$ cat src/verilog/stepper_pkg.sv
/*
 * stepper controller package
 * memory map, register offsets, SPI frame constants,
 * motion FSM state codes and the motion command word
 */
`default_nettype none

package stepper_pkg;

  // scratch RAM window
  localparam logic [31:0] RAM_BASE  = 32'h0000_1000;
  localparam int          RAM_WORDS = 1024;

  // register window
  localparam logic [31:0] IO_BASE = 32'h1000_0000;
  localparam logic [31:0] IO_SPAN = 32'h0000_0020;

  // register byte offsets inside the io window
  localparam logic [4:0] REG_CTRL        = 5'h00;
  localparam logic [4:0] REG_PERIOD      = 5'h04;
  localparam logic [4:0] REG_STATUS      = 5'h08;
  localparam logic [4:0] REG_SPI_ADDR    = 5'h0C;
  localparam logic [4:0] REG_SPI_DATA    = 5'h10;
  localparam logic [4:0] REG_SPI_RX_ADDR = 5'h14;
  localparam logic [4:0] REG_SPI_RX_DATA = 5'h18;
  localparam logic [4:0] REG_LED         = 5'h1C;

  // driver datagram, 8 bit address over 32 data bits
  localparam int SPI_FRAME_BITS = 40;
  // system clocks per sck half period
  localparam int SPI_CLK_DIV    = 4;

  // motion fsm state codes
  localparam logic [1:0] MS_IDLE      = 2'd0;
  localparam logic [1:0] MS_STEP_HIGH = 2'd1;
  localparam logic [1:0] MS_STEP_LOW  = 2'd2;

  typedef logic [SPI_FRAME_BITS-1:0] spi_frame_t;

  // motion command fields, msb first
  typedef struct packed {
    logic [15:0] steps;
    logic [12:0] reserved;
    logic        driver_en;
    logic        dir;
    logic        start;
  } cmd_fields_t;

  // bus side sees raw, motion side sees fields
  typedef union packed {
    logic [31:0] raw;
    cmd_fields_t f;
  } cmd_word_u;

endpackage

`default_nettype wire

$ cat src/verilog/bus_decoder.sv
/*
 * bus address decoder
 * registers a one-cycle target select from the native bus request,
 * answers with mem_ready one edge later and muxes the read data
 */
`timescale 1ns/1ps
`default_nettype none

module bus_decoder import stepper_pkg::*; (
  input  wire         clk_25mhz,
  input  wire         rst_n,
  input  wire         mem_valid,
  input  wire  [31:0] mem_addr,
  input  wire  [3:0]  mem_wstrb,
  input  wire  [31:0] ram_rdata,
  input  wire  [31:0] io_rdata,
  output logic        ram_sel,
  output logic        io_sel,
  output logic        mem_ready,
  output logic [31:0] mem_rdata
);

  logic ram_hit;
  logic io_hit;
  logic accept;
  logic busy;
  logic req_q;
  logic rd_ram_q;
  logic rd_io_q;

  // window compares
  assign ram_hit = (mem_addr >= RAM_BASE) && (mem_addr < RAM_BASE + 32'(RAM_WORDS * 4));
  assign io_hit  = (mem_addr >= IO_BASE) && (mem_addr < IO_BASE + IO_SPAN);
  // held request is taken only once
  assign accept  = mem_valid && !busy;

  always_ff @(posedge clk_25mhz) begin
    if (!rst_n) begin
      ram_sel   <= 1'b0;
      io_sel    <= 1'b0;
      req_q     <= 1'b0;
      busy      <= 1'b0;
      mem_ready <= 1'b0;
      rd_ram_q  <= 1'b0;
      rd_io_q   <= 1'b0;
    end else begin
      // select pulses, at most one target
      ram_sel   <= accept && ram_hit;
      io_sel    <= accept && io_hit && !ram_hit;
      req_q     <= accept;
      // ready follows the select by one edge, unmapped too
      mem_ready <= req_q;
      if (accept) begin
        busy     <= 1'b1;
        // remember the read source, writes return zero
        rd_ram_q <= ram_hit && (mem_wstrb == 4'b0000);
        rd_io_q  <= io_hit && !ram_hit && (mem_wstrb == 4'b0000);
      end else if (mem_ready) begin
        // master drops valid on this edge
        busy <= 1'b0;
      end
    end
  end

  assign mem_rdata = rd_ram_q ? ram_rdata :
                     rd_io_q  ? io_rdata  : 32'd0;

endmodule

`default_nettype wire

$ cat config.mk
export PLATFORM = sky130hd
export DESIGN_NAME = bus_decoder
export DESIGN_NICKNAME = d
export VERILOG_FILES = /design/src/verilog/stepper_pkg.sv /design/src/verilog/bus_decoder.sv
export SDC_FILE = /design/constraint.sdc
export NUM_CORES = 1
export LEC_CHECK = 0
export ABC_CLOCK_PERIOD_IN_PS = 1500
export BUFFER_PORTS_ARGS = -buffer_cell sky130_fd_sc_hd__buf_2
export CAP_MARGIN = 10
export CORE_MARGIN = 2
export CORE_UTILIZATION = 24
export CTS_BUF_LIST = sky130_fd_sc_hd__clkbuf_8
export DETAILED_ROUTE_END_ITERATION = 8
export GPL_TIMING_DRIVEN = 0
export PLACE_DENSITY = 0.81
export SYNTH_ARGS = -nofsm -noshare
export SYNTH_HDL_FRONTEND = slang
export SYNTH_SLANG_ARGS = --single-unit
$ cat constraint.sdc
create_clock -name clk_25mhz -period 1.5 [get_ports clk_25mhz]
set_input_delay 0.15 -clock clk_25mhz [delete_from_list [all_inputs] [get_ports clk_25mhz]]
set_output_delay 0.15 -clock clk_25mhz [all_outputs]
set_load 0.005 [all_outputs]
Yosys cells after proc, flatten, opt, wreduce, memory -nomap -nowiden. Cells that the tools add are included.

Flip-flop bits (word level): 7. Bits in latches: 0. RAM bits: 0. ROM bits: 0. Bits of input ports: 103. Output and inout bits: 35. Word-level logic and storage cells: 28. Memories: 0.

$add $sub $neg: 0. $mul: 0. Divide/modulo/power cells: 0. $lt $le $gt $ge: 4. Equal/unequal tests: 0. Shifts and indexed selects: 0. Multiplexer cells: 4. Bitwise operators: 0. Reductions and logical operators: 13.

Operators by type and width (number): $mux 32 (2); $ge 32x13->1 const B (1); $ge 32x29->1 const B (1); $lt 32x14->1 const B (1); $lt 32x29->1 const B (1); $logic_and 1x1->1 (9); $logic_not 4->1 (1); $logic_not 1->1 (2); $mux 1 (2); $reduce_bool 2->1 (1).

Logic depth before layout (Yosys ltp).
Depth in word-level cells: 5. Mapped depth: 5. Depth with buffers taken out: 4.

Least setup slack after synthesis. No wires, ideal clock.

Kind: reg-to-output. From: register rd_ram_q. To: output port mem_rdata[0]. Arrival: 1.149 ns. Required time: 1.350 ns. Path slack: 0.201 ns. Cell stages (with the launch flop): 6. Buffers on the path: 3. Cell sequence: dfxtp_1 clkbuf_1 nor2b_1 clkbuf_1 clkbuf_1 a22o_1.

Word-level cells in the longest chain between the ends: 1.

RTL lines: start, declared (line bus_decoder.sv:28) `logic rd_ram_q;`; start signal, assigned (line bus_decoder.sv:56) `rd_ram_q <= ram_hit && (mem_wstrb == 4'b0000);`; $mux 32 (line bus_decoder.sv:65) `assign mem_rdata = rd_ram_q ? ram_rdata :`; end, declared (line bus_decoder.sv:20) `output logic [31:0] mem_rdata`.

No other way between the ends.

Final worst setup path.
From: register rd_io_q. To: output port mem_rdata[31].

Word-level cells in the longest chain between the ends: 2.

RTL lines: start, declared (line bus_decoder.sv:29) `logic rd_io_q;`; start signal, assigned (line bus_decoder.sv:57) `rd_io_q <= io_hit && !ram_hit && (mem_wstrb == 4'b0000);`; $mux 32 (line bus_decoder.sv:66) `rd_io_q ? io_rdata : 32'd0;`; $mux 32 (line bus_decoder.sv:65).

No other way between the ends.

==> metrics.csv <==
stage,metric,value,unit
sta,crit share post-route,95.84,%
pwr,worst vdd ir,0.0004547,V
floorplanning,Initial Utilization,25.69,%
logic_synthesis,"Distinct cells, synth",22,
critical_path,"slowest stage delay, CP",0.30,ns
route,DRC violations left,0,
critical_path,crit end category,output pin,
grt,GR Util met2,37.48,%
place,I/O Buffers,132,
route,Via density,4.929,
pwr,switching fraction of total power,22.18,%
logic_synthesis,most frequent cell after synthesis,a22o_1,
clock_network,Worst-path clk slew,0.04,ns
min_path,HP Class,in2reg,
pwr,NetSw,0.0001325,W
finish,nets,314,
logic_synthesis,Yosys top cell area share,43.24,%
pwr,Internal Power,0.0004648,W
sta,RSZ-0062 raised after global routing,false,
logic_synthesis,number of synthesized register bits,7,
route,DR iter-0 viols,36,
logic_synthesis,ys flop type,dfxtp_1,
critical_path,Startpoint Class,flop,
grt,initial antenna violation count,0,
logic_synthesis,top post-synthesis cells by count,"32 x a22o_1, 8 x clkbuf_1, 7 x dfxtp_1",
critical_path,CP max FO,10,
floorplanning,Ports,138,
finish,area grow syn2layout,119.1,%
floorplanning,die area,3132,sq um
floorplanning,die extent in y,55.97,um
logic_synthesis,syn avg cell area,8.642,sq um
pwr,Pwr Total,0.0005973,W
grt,GR Util met1,16.71,%
clock_network,Root Buffer,clkbuf_8,
logic_synthesis,Syn Nets,178,
critical_path,reg-to-reg startpoint,busy,
route,ANT nets after route,0,
logic_synthesis,Synth Instances,75,
place,dpl cells,237,
grt,first-pass GRT wire length,4678,um
logic_synthesis,"area leader, netlist",a22o_1,
logic_synthesis,"top cells by area, synth","a22o_1 43%, dfxtp_1 22%, clkbuf_1 4.6%",
pwr,Reg power frac,32.1,%
sta,Fin. Hold Viols,0,
route,Vias,1183,
logic_synthesis,Post-synth ARST share,0,%
clock_network,clock tree from TritonCTS,yes,
sta,Setup Viol. Count Final,0,
sta,fin worst setup slack,0.06234,ns
pwr,combinational power share,25.1,%
pwr,Pwr Density,420.6,nW/um^2
critical_path,WP data required,1.35,ns
grt,Overflow after GRT,0,
critical_path,critical path class,reg2out,
pwr,P_leak,0.8478,nW
place,hpwl dp,2678,um
grt,pin count of the biggest net entering global routing,11,
route,DRT Pass-1 Iters,4,
finish,final std cells w/o fill,240,
floorplanning,number of core rows,18,
sta,final setup TNS,0,ns
min_path,Hold Crit Start,rst_n,
route,WL final,2984,um
grt,total routing usage reported by global routing,17.73,%
sta,hold_ws,0.1821,ns
pwr,Clk pwr share,42.8,%
critical_path,crit path cell chain,"nor2b_2, buf_4, clkbuf_8, a22o_1, buf_2",
critical_path,Worst Setup SP,rd_io_q,
sta,Slew Limit Fails,0,
finish,share of cells above drive strength 1,70.00,%
sta,Relative slew margins,74.10,%
place,pre-CTS setup slack,-0.1797,ns
logic_synthesis,Yosys warning count,0,
clock_network,Worst-Skew Late Latency,0.22,ns
clock_network,CTS H-tree lvls,1,
floorplanning,core area,2522,sq um
place,RD Place Congestion,0.6945,
sta,Final min period,1.438,ns
clock_network,number of clock sinks,7,
grt,met3 GRT Util,3.953,%
critical_path,WP data arrival,1.29,ns
route,per-cell routed wire length,12.43,um
critical_path,Slowest cell on crit path,dfxtp_1,
logic_synthesis,"Seq/Total Area, Yosys",21.62,%
job,max-cap violations,0,
outcome,status,completed,
sta,Worst Skew,0.001397,ns
clock_network,clock buffer depth,2,
clock_network,post-CTS setup repair buffer count,0,
finish,diode count,0,
sta,Slew @ Worst Pin,0.3885,ns
logic_synthesis,Synth Cell Area,648.1,sq um
logic_synthesis,Post-synth EDFFs,0,
grt,GRT busiest layer,met2,
floorplanning,Die W,55.97,um
grt,vias in the first global route,1203,
sta,fmax,0.6956,GHz
clock_network,CTS Buf Count,3,
[metal layers]
metal | vias to the layer above | wire (um)
met5 | - | 0
met4 | 0 | 12
met3 | 2 | 373
met2 | 81 | 1569
met1 | 521 | 1029
li1 | 579 | -
[what timing repair did]
action | CTS | global route
endpoints found under the setup margin | 32 | 32
resized for setup | 10 | 8
hold buffers | 0 | 0
[critical path, delay by kind of cell, from the launching register on]
kind / cells / cell delay (ns)
buffers and inverters: 3 / 0.44
AOI/OAI and AO/OA: 1 / 0.19
and+or+nand+nor: 1 / 0.14
DFF: 1 / 0.30
[logic make-up (layout without fill, tap and decap cells)]
group | count (synthesis) | in the layout | synth area share (%)
simple gates | 24 | 24 | 27.03
compound gates | 35 | 35 | 46.14
flops | 7 | 7 | 21.62
buf+inv | 9 | 144 | 5.212
[power groups by stage]
stage	Clock [W]	Combinational (W)	Sequential [W]
final	0.000256	0.000150	0.000192
after global routing	0.000272	0.000166	0.000192
after CTS	0.000257	0.000151	0.000192
after detailed placement	0	0.000151	0.000197
after global placement	0	0.000145	0.000196
after floorplan	0	0.0000163	0.000196
[path summary, 6_finish.rpt]
| path | slack [ns] | end | cells after the start |
|---|---|---|---|
| setup / recovery | 0.06 | mem_rdata[31] | 5 |
| hold / removal | 0.18 | mem_ready | 2 |
| setup reg to reg | 0.46 | rd_io_q | 4 |
| hold reg to reg | 0.43 | mem_ready | 1 |
[layout make-up]
class	count	area, sq um
buffer	7	52.55
clock inverter	1	3.754
multi-input combinational	59	476.7
clock buffer	3	41.29
fill	250	1102
timing repair buffer	132	660.6
inverter	1	3.754
sequential	7	143.9
tap	30	37.54
[through the flow]
step           util [%]  instance area, sq um
3_5_place_dp      53.37                  1346
5_1_grt           56.30                  1420
2_1_floorplan         -                 648.1
3_3_place_gp      53.37                  1346
6_report          56.30                  1420
4_1_cts           55.90                  1410
[layout by cell type (no fill, tap or decap), types with 2 or more instances in the layout]
master / n
dfxtp_1: 6
nand3_1: 2
buf_4: 2
inv_1: 2
nor3_1: 2
nand2b_1: 2
nor2_1: 5
buf_2: 132
clkbuf_8: 4
nor4_1: 3
a22o_1: 32
clkbuf_1: 2
[flip-flops by register name, indices dropped and copies added (netlist names)]
register and flops:
io_sel 1, rd_ram_q 1, rd_io_q 1, req_q 1, busy 1, mem_ready 1, ram_sel 1
Note: power is estimated with default switching activity, not from simulation.
