==> config.mk <==
export PLATFORM = sky130hd
export DESIGN_NAME = step_timer
export DESIGN_NICKNAME = d
export VERILOG_FILES = /design/src/verilog/step_timer.sv
export SDC_FILE = /design/constraint.sdc
export NUM_CORES = 1
export LEC_CHECK = 0
export BUFFER_PORTS_ARGS = -buffer_cell sky130_fd_sc_hd__clkbuf_2
export CAP_MARGIN = 20
export CELL_PAD_IN_SITES_DETAIL_PLACEMENT = 1
export CELL_PAD_IN_SITES_GLOBAL_PLACEMENT = 1
export CORE_MARGIN = 3
export CORE_UTILIZATION = 31
export DETAILED_ROUTE_END_ITERATION = 10
export GPL_TIMING_DRIVEN = 1
export PLACE_DENSITY = 0.73
export RECOVER_POWER = 50
export SLEW_MARGIN = 20
export SYNTH_ARGS = -nofsm -noshare
export SYNTH_HDL_FRONTEND = slang
export SYNTH_SLANG_ARGS = --single-unit
==> constraint.sdc <==
create_clock -name clk_25mhz -period 3.4 [get_ports clk_25mhz]
set_input_delay 0.34 -clock clk_25mhz [delete_from_list [all_inputs] [get_ports clk_25mhz]]
set_output_delay 0.34 -clock clk_25mhz [all_outputs]
set_load 0.1 [all_outputs]
==> src/verilog/step_timer.sv <==
/*
 * step phase timer
 * counts system clocks up to the half period and pulses tick,
 * then starts the next phase on its own
 */
`timescale 1ns/1ps
`default_nettype none

module step_timer (
  input  wire        clk_25mhz,
  input  wire        rst_n,
  input  wire        timer_load,
  input  wire [15:0] half_period,
  output logic       tick
);

  logic [15:0] cnt;
  logic [15:0] hp_eff;
  logic        run;

  // zero period behaves as one
  assign hp_eff = (half_period == 16'd0) ? 16'd1 : half_period;

  // >= so a shrinking period mid phase still ends it
  assign tick = run && (cnt >= hp_eff);

  always_ff @(posedge clk_25mhz) begin
    if (!rst_n) begin
      cnt <= 16'd0;
      run <= 1'b0;
    end else if (timer_load) begin
      // first cycle of the phase counts as one
      cnt <= 16'd1;
      run <= 1'b1;
    end else if (tick) begin
      cnt <= 16'd1;
    end else if (run) begin
      cnt <= cnt + 16'd1;
    end
  end

endmodule

`default_nettype wire

# Word-level counts from Yosys, hierarchy flattened

Index checks and enable logic that the tools add are counted.

Flip-flop bits (word level): 17
Word-level logic and storage cells: 14

Add/subtract/negate cells: 1
Magnitude comparators: 1
Multiplexer cells: 4
Bitwise operators: 1
Reduce and logical (&&, ||, !) cells: 4

Operator list:

| kind                                          | count |
|---|---|
| adder 16 x 1 -> 16 bit, second input constant | 1 |
| >= comparator 16 bit                          | 1 |
| zero test 16 bit                              | 1 |
| 2-to-1 mux 16 bit                             | 1 |
| 2-to-1 mux 1 bit                              | 3 |
| nonzero test 3 bit                            | 1 |
| OR reduction 3 bit                            | 1 |
| logical AND 1 bit                             | 1 |
| NOT 1 bit                                     | 1 |

# Depth between registers and ports, before layout

Gate-level depths: netlist of the first run.

Depth in word-level cells: 6
Depth in mapped cells: 9
Gate-level depth less buffers: 8

# Worst setup path after synthesis of the first run

OpenSTA, ideal clock, no wires.

Kind: in2out
Start: input half_period[8]
End: output tick
Arrival time: 1998 ps
Required time: 3060 ps
Slack: 1062 ps
Stages on the path: 8
Path buffers: 1
Cell sequence: nor4_1 -> a41o_1 -> ha_1 -> nand2b_4 -> a2111oi_2 -> nand3b_2 -> a31oi_4 -> buf_6

Longest elaborated chain between the ends: 4

RTL lines:

| what                   | line | RTL |
|---|---|---|
| start, declared        | 13   | `input wire [15:0] half_period,` |
| zero test 16 bit       | 22   | `assign hp_eff = (half_period == 16'd0) ? 16'd1 : half_period;` |
| 2-to-1 mux 16 bit *    | 22   |  |
| >= comparator 16 bit * | 25   | `assign tick = run && (cnt >= hp_eff);` |
| logical AND 1 bit *    | 25   |  |
| end, declared          | 14   | `output logic tick` |

Mark *: on every way between the ends. The rest lies on a longest branch, timed or not.

# Worst setup path after layout of the first run

Start: input half_period[4]
End: output tick

The elaborated chain is that of the path after synthesis.

==> metrics.txt, run 1 <==
status completed; share of layout cells above drive strength 1 19.4%; Initial DRC Count 18; Fillers 473; PwrDens 282 nW/um^2; post-DP HPWL 2650 um; Hold WC Path Type primary input to flop; DR vias 1,061; final RePlAce weighted congestion 0.796; ANT nets after route 0; CTS Hold Bufs 0; Setup CP Type primary input to output pin; Leakage 0.616 nW; Clock Sinks 17; post-CTS setup repair buffer count 0; Mapped Nets 179; placed cells 209; # IOs 20; nets@finish 202; clock share of power 37.6%; Worst EP arrival 2.51 ns; Mapped Area 1260 um^2; Rel. slew slack 44.2%; Final Setup Violations 0; Synth Register Bits 17; CTS buffer count 3; vias in the first global route 1,175; std cell rows 22; Layout Cells excl Fill 213; R2R cell count 7; CTS tree yes; first-pass GRT wire length 5420 um; Final Skew 0.00346 ns; RSZ-0062 raised after global routing no; Slew Viols, Final 0; CTS resizes 0; Via density 4.98; grt total ovfl 0; Comb pwr share 11.0%; fmax 351 MHz; antenna violations before repair 0; design area 1410 um^2; core area 3800 um^2; Chip Width 69.7 um; final-report hold violation count 0; Post-synth EDFFs 0; Sw Share 23.4%; top post-synthesis cells by area dfxtp_1 (27%), ha_1 (17%), nor3_2 (7.2%); max cap viols 0; setup TNS 0 ns; final critical-path share of the clock period 83.8%; Mean Syn Cell Area 8.80 um^2; worst skew pair latency 0.25 ns; footprint of the multi-input gates 782 um^2; height of the die 69.7 um; Area Overhead vs Synth 11.8%; largest net degree at the start of global routing 16; Async SR Flop Fraction 0%; Yosys top cell by area dfxtp_1; Die ar. 4860 um^2; Cell Area, Placed 1410 um^2; fin crit period 2.85 ns; TritonRoute pass-1 iters 3; share of the yosys chip area belonging to registers 27.0%; root buffer cell clkbuf_8; yosys warns 0; Clock Tree Buf Depth 2; Net Switching 0.0931 mW; Synth top area share 27.0%; Synth Flop Type dfxtp_1; drt total wl 3120 um; Pint 0.304 mW; initial core utilization 33.1%; GR Util All Layers 13.5%; Worst-path clk slew 0.07 ns; post-synth cell types 32; htree depth 1; Peak VDD IR 0.000116 V; CP Data Required Time 3.06 ns; FF+latch area 340 um^2; Residual DRC 0; CP Capture Type output pin; post-synthesis cell count 143; CP startpoint kind primary input; Hold Crit Depth 2; Diodes inserted 0; I/O Buffers 19; Wirelength per Cell 14.7 um; Worst Path Max Fanout 2; Seq pwr share 51.5%; Slew @ Worst Pin 0.836 ns
==> layout make-up <==
cell class / count / area share, %
Sequential cell: 17 / 24.2
Tap cell: 48 / 4.27
Inverter: 22 / 5.87
Timing Repair Buffer: 20 / 6.93
Multi-Input combinational cell: 102 / 55.6
Clock buffer: 4 / 3.20
==> per-layer routing <==
layer | wire [um] | track usage [%] | part of all wire [%] | vias to the layer above
met5 | 0 | 0 | 0 | -
met4 | 16 | 1.91 | 0.51 | 0
met3 | 95 | 1.88 | 3.0 | 3
met2 | 1540 | 24.9 | 49 | 16
met1 | 1470 | 16.9 | 47 | 497
li1 | - | - | - | 545
==> critical path: stages <==
cell	delay, ns
clkbuf_1	0.09
nor4_1	0.41
a41o_1	0.24
ha_1	0.21
nand2b_1	0.14
a2111oi_0	0.36
nand3b_2	0.20
a31oi_1	0.11
clkbuf_2	0.40
==> cell usage in the layout (no fill, tap or decap), types with 5 or more instances in the layout <==
cell type  synthesis  layout
clkbuf_2           0      18
dfxtp_1           17      17
ha_1              17      17
inv_1             22      22
nand2_1            8       8
nand4_1            7       7
nor2_1             6       6
nor3_1            11      13
nor3_2             9       7
xnor2_1            9       9
xor2_1             5       5
==> sequential cells by signal, summed over array words and instances (netlist names) <==
signal,flops
run,1
cnt,16
==> cells by family (layout without fill, tap and decap cells) <==
family	after synthesis	count (layout)	share of synthesized area, %
AND/OR/NAND/NOR	58	58	29.6
buffers and inverters	24	46	7.75
adder cells (fa/ha/maj)	17	17	16.9
flip-flops	17	17	27.0
XOR/XNOR	14	14	9.74
AO/OA/AOI/OAI	12	12	8.15
multiplexers	1	1	0.795
==> power groups by stage <==
stage                     logic, mW  clock network (mW)  registers [mW]
after floorplan              0.0285                   0           0.208
after detailed placement     0.0490                   0           0.209
final                        0.0435               0.149           0.204
after global routing         0.0502               0.167           0.205
after global placement       0.0463                   0           0.209
after CTS                    0.0493               0.157           0.204
==> cells in the mapped netlist, drive strengths merged (2+ instances only) <==
library cell / number
nand2: 8
o21ai: 2
nand2b: 2
nor4: 4
ha: 17
and3: 2
nand4: 8
a21oi: 5
dfxtp: 17
xnor2: 9
inv: 22
nor3: 20
xor2: 5
and4: 2
nand3: 4
nor2: 6
==> worst paths after layout <==
kind | from | end | slack (ns)
max | half_period[4] | tick | 0.55
min | rst_n | run | 0.34
max reg2reg | cnt[13] | cnt[6] | 1.00
min reg2reg | cnt[0] | cnt[0] | 0.55
==> per-stage QoR <==
step | power, mW | utilization, % | hold WS (ns) | setup WS [ns]
6_report | 0.397 | 37.1 | 0.339 | 0.552
5_1_grt | 0.422 | 37.1 | 0.330 | 0.369
4_1_cts | 0.410 | 38.2 | 0.330 | 0.565
3_5_place_dp | 0.258 | 37.0 | 0.545 | 0.581
3_3_place_gp | 0.255 | 37.0 | 0.523 | 0.566
2_1_floorplan | 0.237 | - | 0.450 | 1.06
Power figures use the tool's default switching activity.
==> run 2, diff against run 1 <==
==> constraint.sdc (replaced) <==
create_clock -name clk_25mhz -period 2.9 [get_ports clk_25mhz]
set_input_delay 0.29 -clock clk_25mhz [delete_from_list [all_inputs] [get_ports clk_25mhz]]
set_output_delay 0.29 -clock clk_25mhz [all_outputs]
set_load 0.1 [all_outputs]
==> metrics.txt, run 2 (synthesis gave the netlist of run 1 again) <==
Cell Area, Placed 1420 um^2; Most Used Layer, Global Route met2; height of the die 69.7 um; Worst Path Max Fanout 9; largest registers cnt: 16 flops, run: 1 flops; htree depth 1; Sw Share 25.9%; CTS buffer count 3; grt total ovfl 0; I/O Buffers 19; CP startpoint kind primary input; met1 global-route usage 16.3%; fin crit period 2.63 ns; Seq pwr share 49.8%; Final Skew 0.00467 ns; Pint 0.357 mW; initial core utilization 33.1%; antenna violations before repair 0; Peak VDD IR 0.000152 V; final RePlAce weighted congestion 0.792; GR Util All Layers 14.6%; DR vias 1,083; root buffer cell clkbuf_8; Setup CP Type primary input to output pin; std cell rows 22; Leakage 0.631 nW; setup TNS 0 ns; Rel. slew slack 51.8%; CP Capture Type output pin; Via density 5.08; CP Data Required Time 2.61 ns; placed cells 209; drt total wl 3310 um; design area 1460 um^2; largest net degree at the start of global routing 16; Clock Tree Buf Depth 2; vias in the first global route 1,222; CP max-delay cell nor4_2; Largest register FFs 16; Bufs and invs on worst path 2; clock share of power 38.5%; final critical-path share of the clock period 90.8%; Area Overhead vs Synth 16.0%; Hold WC Path Type primary input to flop; Layout Cells excl Fill 213; kind of cell adding the most delay to the critical path simple AND/OR/NAND/NOR gates; Slew @ Worst Pin 0.724 ns; crit path from half_period[4]; Biggest register cnt; Worst-path clk slew 0.07 ns; Clock Sinks 17; Net Switching 0.124 mW; Slew Viols, Final 0; Wirelength per Cell 15.6 um; Final Setup Violations 0; reg2reg setup slack 0.70 ns; Comb pwr share 11.6%; Fillers 477; # IOs 20; fmax 380 MHz; ANT nets after route 0; Chip Width 69.7 um; Diodes inserted 0; TritonRoute pass-1 iters 4; Worst EP arrival 2.34 ns; CTS tree yes; share of layout cells above drive strength 1 23.0%; status completed; final-report hold violation count 0; nets@finish 202; Residual DRC 0; worst skew pair latency 0.26 ns; CP cell instances clkbuf_1 > nor4_2 > a41o_1 > ha_1 > nand2b_1 > a2111oi_2 > nand3b_2 > a31oi_4 > buf_12; post-CTS setup repair buffer count 0; PwrDens 329 nW/um^2; CP max stage delay 0.38 ns; most common cell after layout, fill and taps aside inv_1; leading cell types in the layout, fill and taps excluded inv_1 (22), ha_1 (17), dfxtp_1 (17), clkbuf_2 (17), nor3_1 (12); met3 usage 3.19%; RSZ-0062 raised after global routing no; met2 Resource Use GR 27.8%; Initial DRC Count 14; Worst Hold Launch rst_n; max cap viols 0; reg-to-reg startpoint cnt[15]; Die ar. 4860 um^2; post-DP HPWL 2820 um; first-pass GRT wire length 5660 um; core area 3800 um^2
## run 2: cell types whose count changed in the layout (fill, tap and decap cells not counted), sizes merged
cell and change:
buf +2, clkbuf -3, clkinv +1
## run 2: final cells by class
class,instances,area [um^2],area share [%]
Multi-Input combinational cell,102,815,55.8
Sequential cell,17,340,23.3
Timing Repair Buffer,20,116,7.97
Inverter,22,82.6,5.66
Tap cell,48,60.1,4.11
Clock buffer,3,41.3,2.83
Clock inverter,1,5.00,0.343
## run 2: per-stage QoR
stage	power (mW)	utilization, %	setup slack, ns	hold slack [ns]
global route	0.504	38.4	0.0860	0.292
floorplan	0.277	-	0.662	0.400
detailed placement	0.303	37.4	0.181	0.547
finish	0.481	38.4	0.265	0.276
CTS	0.488	38.6	0.121	0.276
global placement	0.298	37.4	0.193	0.524
## run 2: power groups by stage
stage | clock network, mW | registers (mW) | logic, mW
global route | 0.200 | 0.240 | 0.0641
finish | 0.185 | 0.240 | 0.0560
floorplan | 0 | 0.244 | 0.0334
CTS | 0.188 | 0.240 | 0.0596
global placement | 0 | 0.245 | 0.0532
detailed placement | 0 | 0.245 | 0.0585
## run 2: worst paths after layout
kind	end	cells after the start
min reg2reg	cnt[0]	1
min	run	2
max	tick	9
max reg2reg	cnt[13]	7
## run 2: repair_timing
item / 4_1_cts / 5_1_grt
gates resized for setup: 0 / 1
hold buffers: 0 / 0
endpoints found under the setup margin: 0 / 1
## run 2: metal layers
layer | vias up | wire, um
met1 | 515 | 1410
li1 | 543 | -
met5 | - | 0
met4 | 0 | 43
met3 | 7 | 121
met2 | 18 | 1740
