File: config.mk
export PLATFORM = sky130hd
export DESIGN_NAME = spi_master
export DESIGN_NICKNAME = d
export VERILOG_FILES = /design/src/verilog/stepper_pkg.sv /design/src/verilog/spi_master.sv
export SDC_FILE = /design/constraint.sdc
export NUM_CORES = 1
export LEC_CHECK = 0
export BUFFER_PORTS_ARGS = -buffer_cell sky130_fd_sc_hd__buf_2
export CAP_MARGIN = 20
export CORE_UTILIZATION = 35
export DETAILED_ROUTE_END_ITERATION = 10
export HOLD_SLACK_MARGIN = 0.06
export PLACE_DENSITY = 0.59
export SYNTH_ARGS = -nofsm -noshare
export SYNTH_HDL_FRONTEND = slang
export SYNTH_SLANG_ARGS = --single-unit
export TNS_END_PERCENT = 5
File: constraint.sdc
create_clock -name clk_25mhz -period 1.5 [get_ports clk_25mhz]
set_input_delay 0 -clock clk_25mhz [delete_from_list [all_inputs] [get_ports clk_25mhz]]
set_output_delay 0 -clock clk_25mhz [all_outputs]
set_load 0.03 [all_outputs]
File: src/verilog/stepper_pkg.sv
/*
 * stepper controller package
 * memory map, register offsets, SPI frame constants,
 * motion FSM state codes and the motion command word
 */
`default_nettype none

package stepper_pkg;

  // scratch RAM window
  localparam logic [31:0] RAM_BASE  = 32'h0000_1000;
  localparam int          RAM_WORDS = 1024;

  // register window
  localparam logic [31:0] IO_BASE = 32'h1000_0000;
  localparam logic [31:0] IO_SPAN = 32'h0000_0020;

  // register byte offsets inside the io window
  localparam logic [4:0] REG_CTRL        = 5'h00;
  localparam logic [4:0] REG_PERIOD      = 5'h04;
  localparam logic [4:0] REG_STATUS      = 5'h08;
  localparam logic [4:0] REG_SPI_ADDR    = 5'h0C;
  localparam logic [4:0] REG_SPI_DATA    = 5'h10;
  localparam logic [4:0] REG_SPI_RX_ADDR = 5'h14;
  localparam logic [4:0] REG_SPI_RX_DATA = 5'h18;
  localparam logic [4:0] REG_LED         = 5'h1C;

  // driver datagram, 8 bit address over 32 data bits
  localparam int SPI_FRAME_BITS = 40;
  // system clocks per sck half period
  localparam int SPI_CLK_DIV    = 4;

  // motion fsm state codes
  localparam logic [1:0] MS_IDLE      = 2'd0;
  localparam logic [1:0] MS_STEP_HIGH = 2'd1;
  localparam logic [1:0] MS_STEP_LOW  = 2'd2;

  typedef logic [SPI_FRAME_BITS-1:0] spi_frame_t;

  // motion command fields, msb first
  typedef struct packed {
    logic [15:0] steps;
    logic [12:0] reserved;
    logic        driver_en;
    logic        dir;
    logic        start;
  } cmd_fields_t;

  // bus side sees raw, motion side sees fields
  typedef union packed {
    logic [31:0] raw;
    cmd_fields_t f;
  } cmd_word_u;

endpackage

`default_nettype wire

File: src/verilog/spi_master.sv
/*
 * SPI master, mode 3
 * shifts one 40-bit driver frame out MSB first and samples the
 * returned bits into the same register
 */
`timescale 1ns/1ps
`default_nettype none

module spi_master import stepper_pkg::*; (
  input  wire         clk_25mhz,
  input  wire         rst_n,
  input  wire         spi_start,
  input  wire  spi_frame_t tx_frame,
  input  wire         spi_miso,
  output logic        spi_sck,
  output logic        spi_mosi,
  output logic        spi_cs_n,
  output logic        spi_busy,
  output spi_frame_t  rx_frame
);

  logic [$clog2(SPI_CLK_DIV)-1:0]      div_cnt;
  logic [$clog2(SPI_FRAME_BITS+1)-1:0] bit_cnt;
  logic                                half_end;

  // end of an sck half period
  assign half_end = (div_cnt == ($bits(div_cnt))'(SPI_CLK_DIV - 1));

  always_ff @(posedge clk_25mhz) begin
    if (!rst_n) begin
      spi_sck  <= 1'b1;
      spi_mosi <= 1'b0;
      spi_cs_n <= 1'b1;
      spi_busy <= 1'b0;
      div_cnt  <= '0;
      bit_cnt  <= '0;
      rx_frame <= '0;
    end else if (!spi_busy) begin
      if (spi_start) begin
        // load transmit frame, select the driver
        rx_frame <= tx_frame;
        spi_cs_n <= 1'b0;
        spi_busy <= 1'b1;
        div_cnt  <= '0;
        bit_cnt  <= '0;
      end
    end else if (half_end) begin
      div_cnt <= '0;
      if (spi_sck) begin
        if (bit_cnt == ($bits(bit_cnt))'(SPI_FRAME_BITS)) begin
          // last rise was one half period ago
          spi_cs_n <= 1'b1;
          spi_busy <= 1'b0;
          spi_mosi <= 1'b0;
        end else begin
          // falling sck, present next bit
          spi_sck  <= 1'b0;
          spi_mosi <= rx_frame[SPI_FRAME_BITS-1];
        end
      end else begin
        // rising sck, sample miso into the freed lsb
        spi_sck  <= 1'b1;
        rx_frame <= {rx_frame[SPI_FRAME_BITS-2:0], spi_miso};
        bit_cnt  <= bit_cnt + 1'b1;
      end
    end else begin
      div_cnt <= div_cnt + 1'b1;
    end
  end

endmodule

`default_nettype wire

Word-level counts from Yosys, hierarchy flattened
Cells that the tools add are included.
Storage, ports and cells
  logic and storage cells: 44
  register bits after elaboration: 52
  output and inout bits: 44
Operators by class
  add/subtract/negate cells: 2
  eq/ne operators: 6
  reductions and logical operators: 5
  muxes and demuxes: 24
Operators by type and width (number)
  $mux 40: 4
  $mux 6: 4
  $mux 1: 13
  $add 6x1->6 const B: 1
  $eq 6x6->1 const B: 1
  $mux 2: 3
  $reduce_and 3->1: 2
  $ne 2x1->1 const B: 2
  $ne 2x2->1 const B: 2
  $reduce_and 4->1: 1
  $add 2x1->2 const B: 1
  $eq 2x2->1 const B: 1
  $reduce_and 2->1: 1
  $reduce_bool 2->1: 1

Longest topological paths before layout
  depth in word-level cells: 5
  depth in mapped cells: 6
  depth with buffers taken out: 5

Least setup slack after synthesis
OpenSTA, ideal clock, no wires.
  path kind: register to register
  from: reg spi_busy
  to: reg bit_cnt[3]
  stages on the path, launching flop included: 6
  arrival time: 1.341 ns
  path slack: 0.042 ns
  required time: 1.383 ns
  clock period less this slack: 1.458 ns
  setup time: 0.117 ns
  path through: dfxtp_1 buf_4 nand3b_4 a2111oi_4 xnor2_1 nor2_1
On the way
  cells in the longest elaborated chain, start to end: 2
RTL lines
  from (decl): line spi_master.sv:18  | output logic spi_busy,
  from (signal assigned): line spi_master.sv:34  | spi_busy <= 1'b0;
  from (signal assigned): line spi_master.sv:43  | spi_busy <= 1'b1;
  from (signal assigned): line spi_master.sv:53  | spi_busy <= 1'b0;
  $ne 2x2->1 (no source line) (tied with other cells)
  $reduce_and 3->1 (no source line)
  to (signal assigned): line spi_master.sv:64  | bit_cnt <= bit_cnt + 1'b1;
  to (decl): line spi_master.sv:23  | logic [$clog2(SPI_FRAME_BITS+1)-1:0] bit_cnt;
Several ways; a longest one is shown, not always the timed one.
A chain may end at the register's enable or synchronous reset.

Worst setup path after layout
  from: reg div_cnt[0]
  to: reg bit_cnt[1]
On the way
  cells in the longest elaborated chain, start to end: 3
RTL lines
  from (decl): line spi_master.sv:22  | logic [$clog2(SPI_CLK_DIV)-1:0] div_cnt;
  from (signal assigned): line spi_master.sv:67  | div_cnt <= div_cnt + 1'b1;
  $eq 2x2->1: line spi_master.sv:27  | assign half_end = (div_cnt == ($bits(div_cnt))'(SPI_CLK_DIV - 1));
  $ne 2x1->1 (no source line)
  $reduce_and 3->1 (no source line)
No other way between the ends.

==> results_dict.tcl <==
set metrics [dict create \
    hold_viol 0 \
    synth_cells 244 \
    die_area_mm2 0.00736 \
    grt_use_met3 0.0404 \
    clock_power_share 0.262 \
    syn-cell-area_mm2 0.00246 \
    portBuffers 87 \
    synth_area_per_cell_um2 10.1 \
    cp_slowest_cell "dfxtp_1" \
    relSlewSlack 0.749 \
    overflow 0 \
    tightestPinTransition_ns 0.376 \
    crit_required_ns 1.70 \
    fin_skew_ns 0.00569 \
    ys_seq_area_frac 0.424 \
    die_x_um 85.8 \
    detail_route.wirelength_um 5640 \
    dr.pass1.iters 3 \
    slew_viol_final 0 \
    grt_pass1_wl_um 9490 \
    swShare 0.301 \
    cts_tree "done" \
    powerDensity_mw_per_mm2 881 \
    p_int_mw 2.21 \
    start_util 0.362 \
    drive_above_1_share 0.303 \
    drt-initial-drc-count 58 \
    stdcell_area_mm2 0.00358 \
    drc 0 \
    ys_warn_count 0 \
    gr-usage-all-layers 0.159 \
    ir_drop_mv 0.581 \
    cap_violations 0 \
    grt_util_met2 0.271 \
    synth_top_area_share 0.424 \
    cts_max_level 2 \
    grt_pass1_vias 2128 \
    final_common_cell "buf_2" \
    fmax_ghz 0.707 \
    area_delta_synth_final_pct 45.9 \
    utilization 0.528 \
    fin_crit_sh 0.943 \
    cts_buffers 5 \
    setup_ws_ns 0.0861 \
    tns_ns 0 \
    die_h_um 85.8 \
    globalplace.congestion 0.704 \
    grt-busiest-layer "met2" \
    fin_crit_ns 1.41 \
    met1_usage 0.196 \
    antenna_found_initial 0 \
    rsz0062_at_grt "false" \
    vias 2185 \
    yosysTopAreaCell "dfxtp_1" \
    rrSetupSlack_ns 0.09 \
    via_per_inst 4.66 \
    worstHoldStart "rst_n" \
    max_stage_delay_ns 0.37 \
    end_kind "register" \
    min_to "spi_sck$_SDFFE_PN1P_" \
    combinationalPowerShare 0.247 \
    path_cells "ha_2, nor2b_1, mux2_2, a21oi_1, nor2b_1" \
    placed_area_mm2 0.00308 \
    mostFrequentLayoutCells "87 x buf_2, 51 x dfxtp_1, 42 x nand2_1" \
    crit_path_start_kind "register" \
    dpl.hpwl_um 3590 \
    grt_max_degree 31 \
    worstPathMaxFanout 3 \
    core_area_mm2 0.00679 \
    critical_path_class "register to register" \
    io_pins 88 \
    num_rows 30 \
    synth_cell_type_count 26 \
    synth_seq_cells 52 \
    insertion_delay_ns 0.30 \
    hold_class "input pin to register" \
    pre_cts_slack_ns 0.0882 \
    clock-root-buffer "clkbuf_8" \
    wire_per_inst_um 12.0 \
    cp_common_cell "nor2b_1" \
    r2r-end "bit_cnt[1]$_SDFFE_PN0P_" \
    postCtsSetupRepairBufs 0 \
    antenna_left 0 \
    worstHoldPathCells 2 \
    power_leakage_nw 1.96 \
    outcome "finished, final reports clean" \
    diodes 0 \
    setup_viol 0 \
    worstReg2RegStart "div_cnt[0]$_SDFFE_PN0P_" \
    syn_nets 291 \
    p_switching_mw 0.951 \
    cts_num_sinks 52 \
    cts_buffer_depth 2 \
    seqPwrFrac 0.491 \
    synth_area_leaders "dfxtp_1 42%, mux2i_1 16%, o211a_1 16%" \
    worstPathArrival_ns 1.62 \
    nets 419 \
    reg2reg_depth 5 \
    n_fill_cell 622 \
    clk_pin_slew_worst_paths_ns 0.09 \
]
## layout make-up
class	count	area (µm²)	share of cell area
Multi-Input combinational cell	170	1320	0.368
Sequential cell	52	1040	0.291
Timing Repair Buffer	140	998	0.279
Tap cell	96	120	0.0335
Clock buffer	7	86.3	0.0241
Inverter	3	11.3	0.00314
Clock inverter	1	7.51	0.00209
## worst max path at each step
stage | end | depth (start not counted) | slack [ns] | start
2_1_floorplan | bit_cnt[3]$_SDFFE_PN0P_ | 5 | 0.04 | spi_busy$_SDFF_PN0_
3_3_place_gp | bit_cnt[1]$_SDFFE_PN0P_ | 5 | 0.10 | div_cnt[0]$_SDFFE_PN0P_
3_5_place_dp | bit_cnt[1]$_SDFFE_PN0P_ | 5 | 0.09 | div_cnt[0]$_SDFFE_PN0P_
4_1_cts | bit_cnt[1]$_SDFFE_PN0P_ | 5 | 0.06 | div_cnt[0]$_SDFFE_PN0P_
5_1_grt | rx_frame[24]$_SDFFE_PN0P_ | 6 | 0.009 | div_cnt[0]$_SDFFE_PN0P_
6_report | bit_cnt[1]$_SDFFE_PN0P_ | 5 | 0.09 | div_cnt[0]$_SDFFE_PN0P_
## worst max-delay path: cells and delay by family (launching register included)
family                     cells  cell delay (ns)
muxes                          1             0.35
DFF                            1             0.37
and+or+nand+nor                2             0.23
adders and majority gates      1             0.23
AOI/OAI and AO/OA              1             0.13
## synth_stat cells (all sizes together)
cell and instances:
nor3b 2, a2111oi 1, a21boi 2, nand4 1, inv 3, o21ai 3, clkbuf 5, nand2 43
nand3b 3, dfxtp 52, nand3 2, a211oi 1, and3 1, ha 3, nor2 6, nand2b 1
nor3 2, mux2i 40, o211a 40, buf 14, a21oi 7, nor2b 5, xnor2 6, mux2 1
## registers in the layout (all words and copies together), names as in the netlist
name	count
div_cnt	2
rx_frame	40
spi_busy	1
spi_mosi	1
spi_cs_n	1
spi_sck	1
bit_cnt	6
## logic make-up (layout without fill, tap and decap cells)
logic type	count (synthesis)	after routing	synth area share
buffers and inverters	22	151	0.0418
flip-flops	52	52	0.424
XOR/XNOR	6	6	0.0214
AO/OA/AOI/OAI	54	54	0.204
AND/OR/NAND/NOR	66	66	0.127
multiplexers	41	41	0.168
adder cells (fa/ha/maj)	3	3	0.0153
## routing by layer
metal  vias to the layer above  share of wire  routed length, µm
li1                       1123              -                  -
met1                      1004           0.47               2630
met2                        51           0.47               2660
met3                         7          0.052                292
met4                         0          0.011                 63
met5                         -              0                  0
## timing repair
item                       in CTS  in global routing
hold endpoints to repair       40                  0
setup endpoints to repair       0                 22
hold buffers                   41                  0
gates resized for setup         0                  1
## power groups by stage
| stage | clock network [mW] | logic (mW) | registers [mW] |
|---|---|---|---|
| after global routing | 0.923 | 0.845 | 1.57 |
| after CTS | 0.866 | 0.783 | 1.55 |
| after global placement | 0 | 0.698 | 1.58 |
| after floorplan | 0 | 0.299 | 1.75 |
| after detailed placement | 0 | 0.700 | 1.58 |
| final | 0.827 | 0.780 | 1.55 |
## per-stage QoR
stage / instances / hold WS [ns] / power, mW
2_1_floorplan: 244 / 0.179 / 2.05
3_3_place_gp: 420 / 0.343 / 2.28
3_5_place_dp: 420 / 0.349 / 2.28
4_1_cts: 469 / 0.0716 / 3.20
5_1_grt: 469 / 0.0769 / 3.34
6_report: 469 / 0.0811 / 3.16
(Power assumes the default switching activity.)
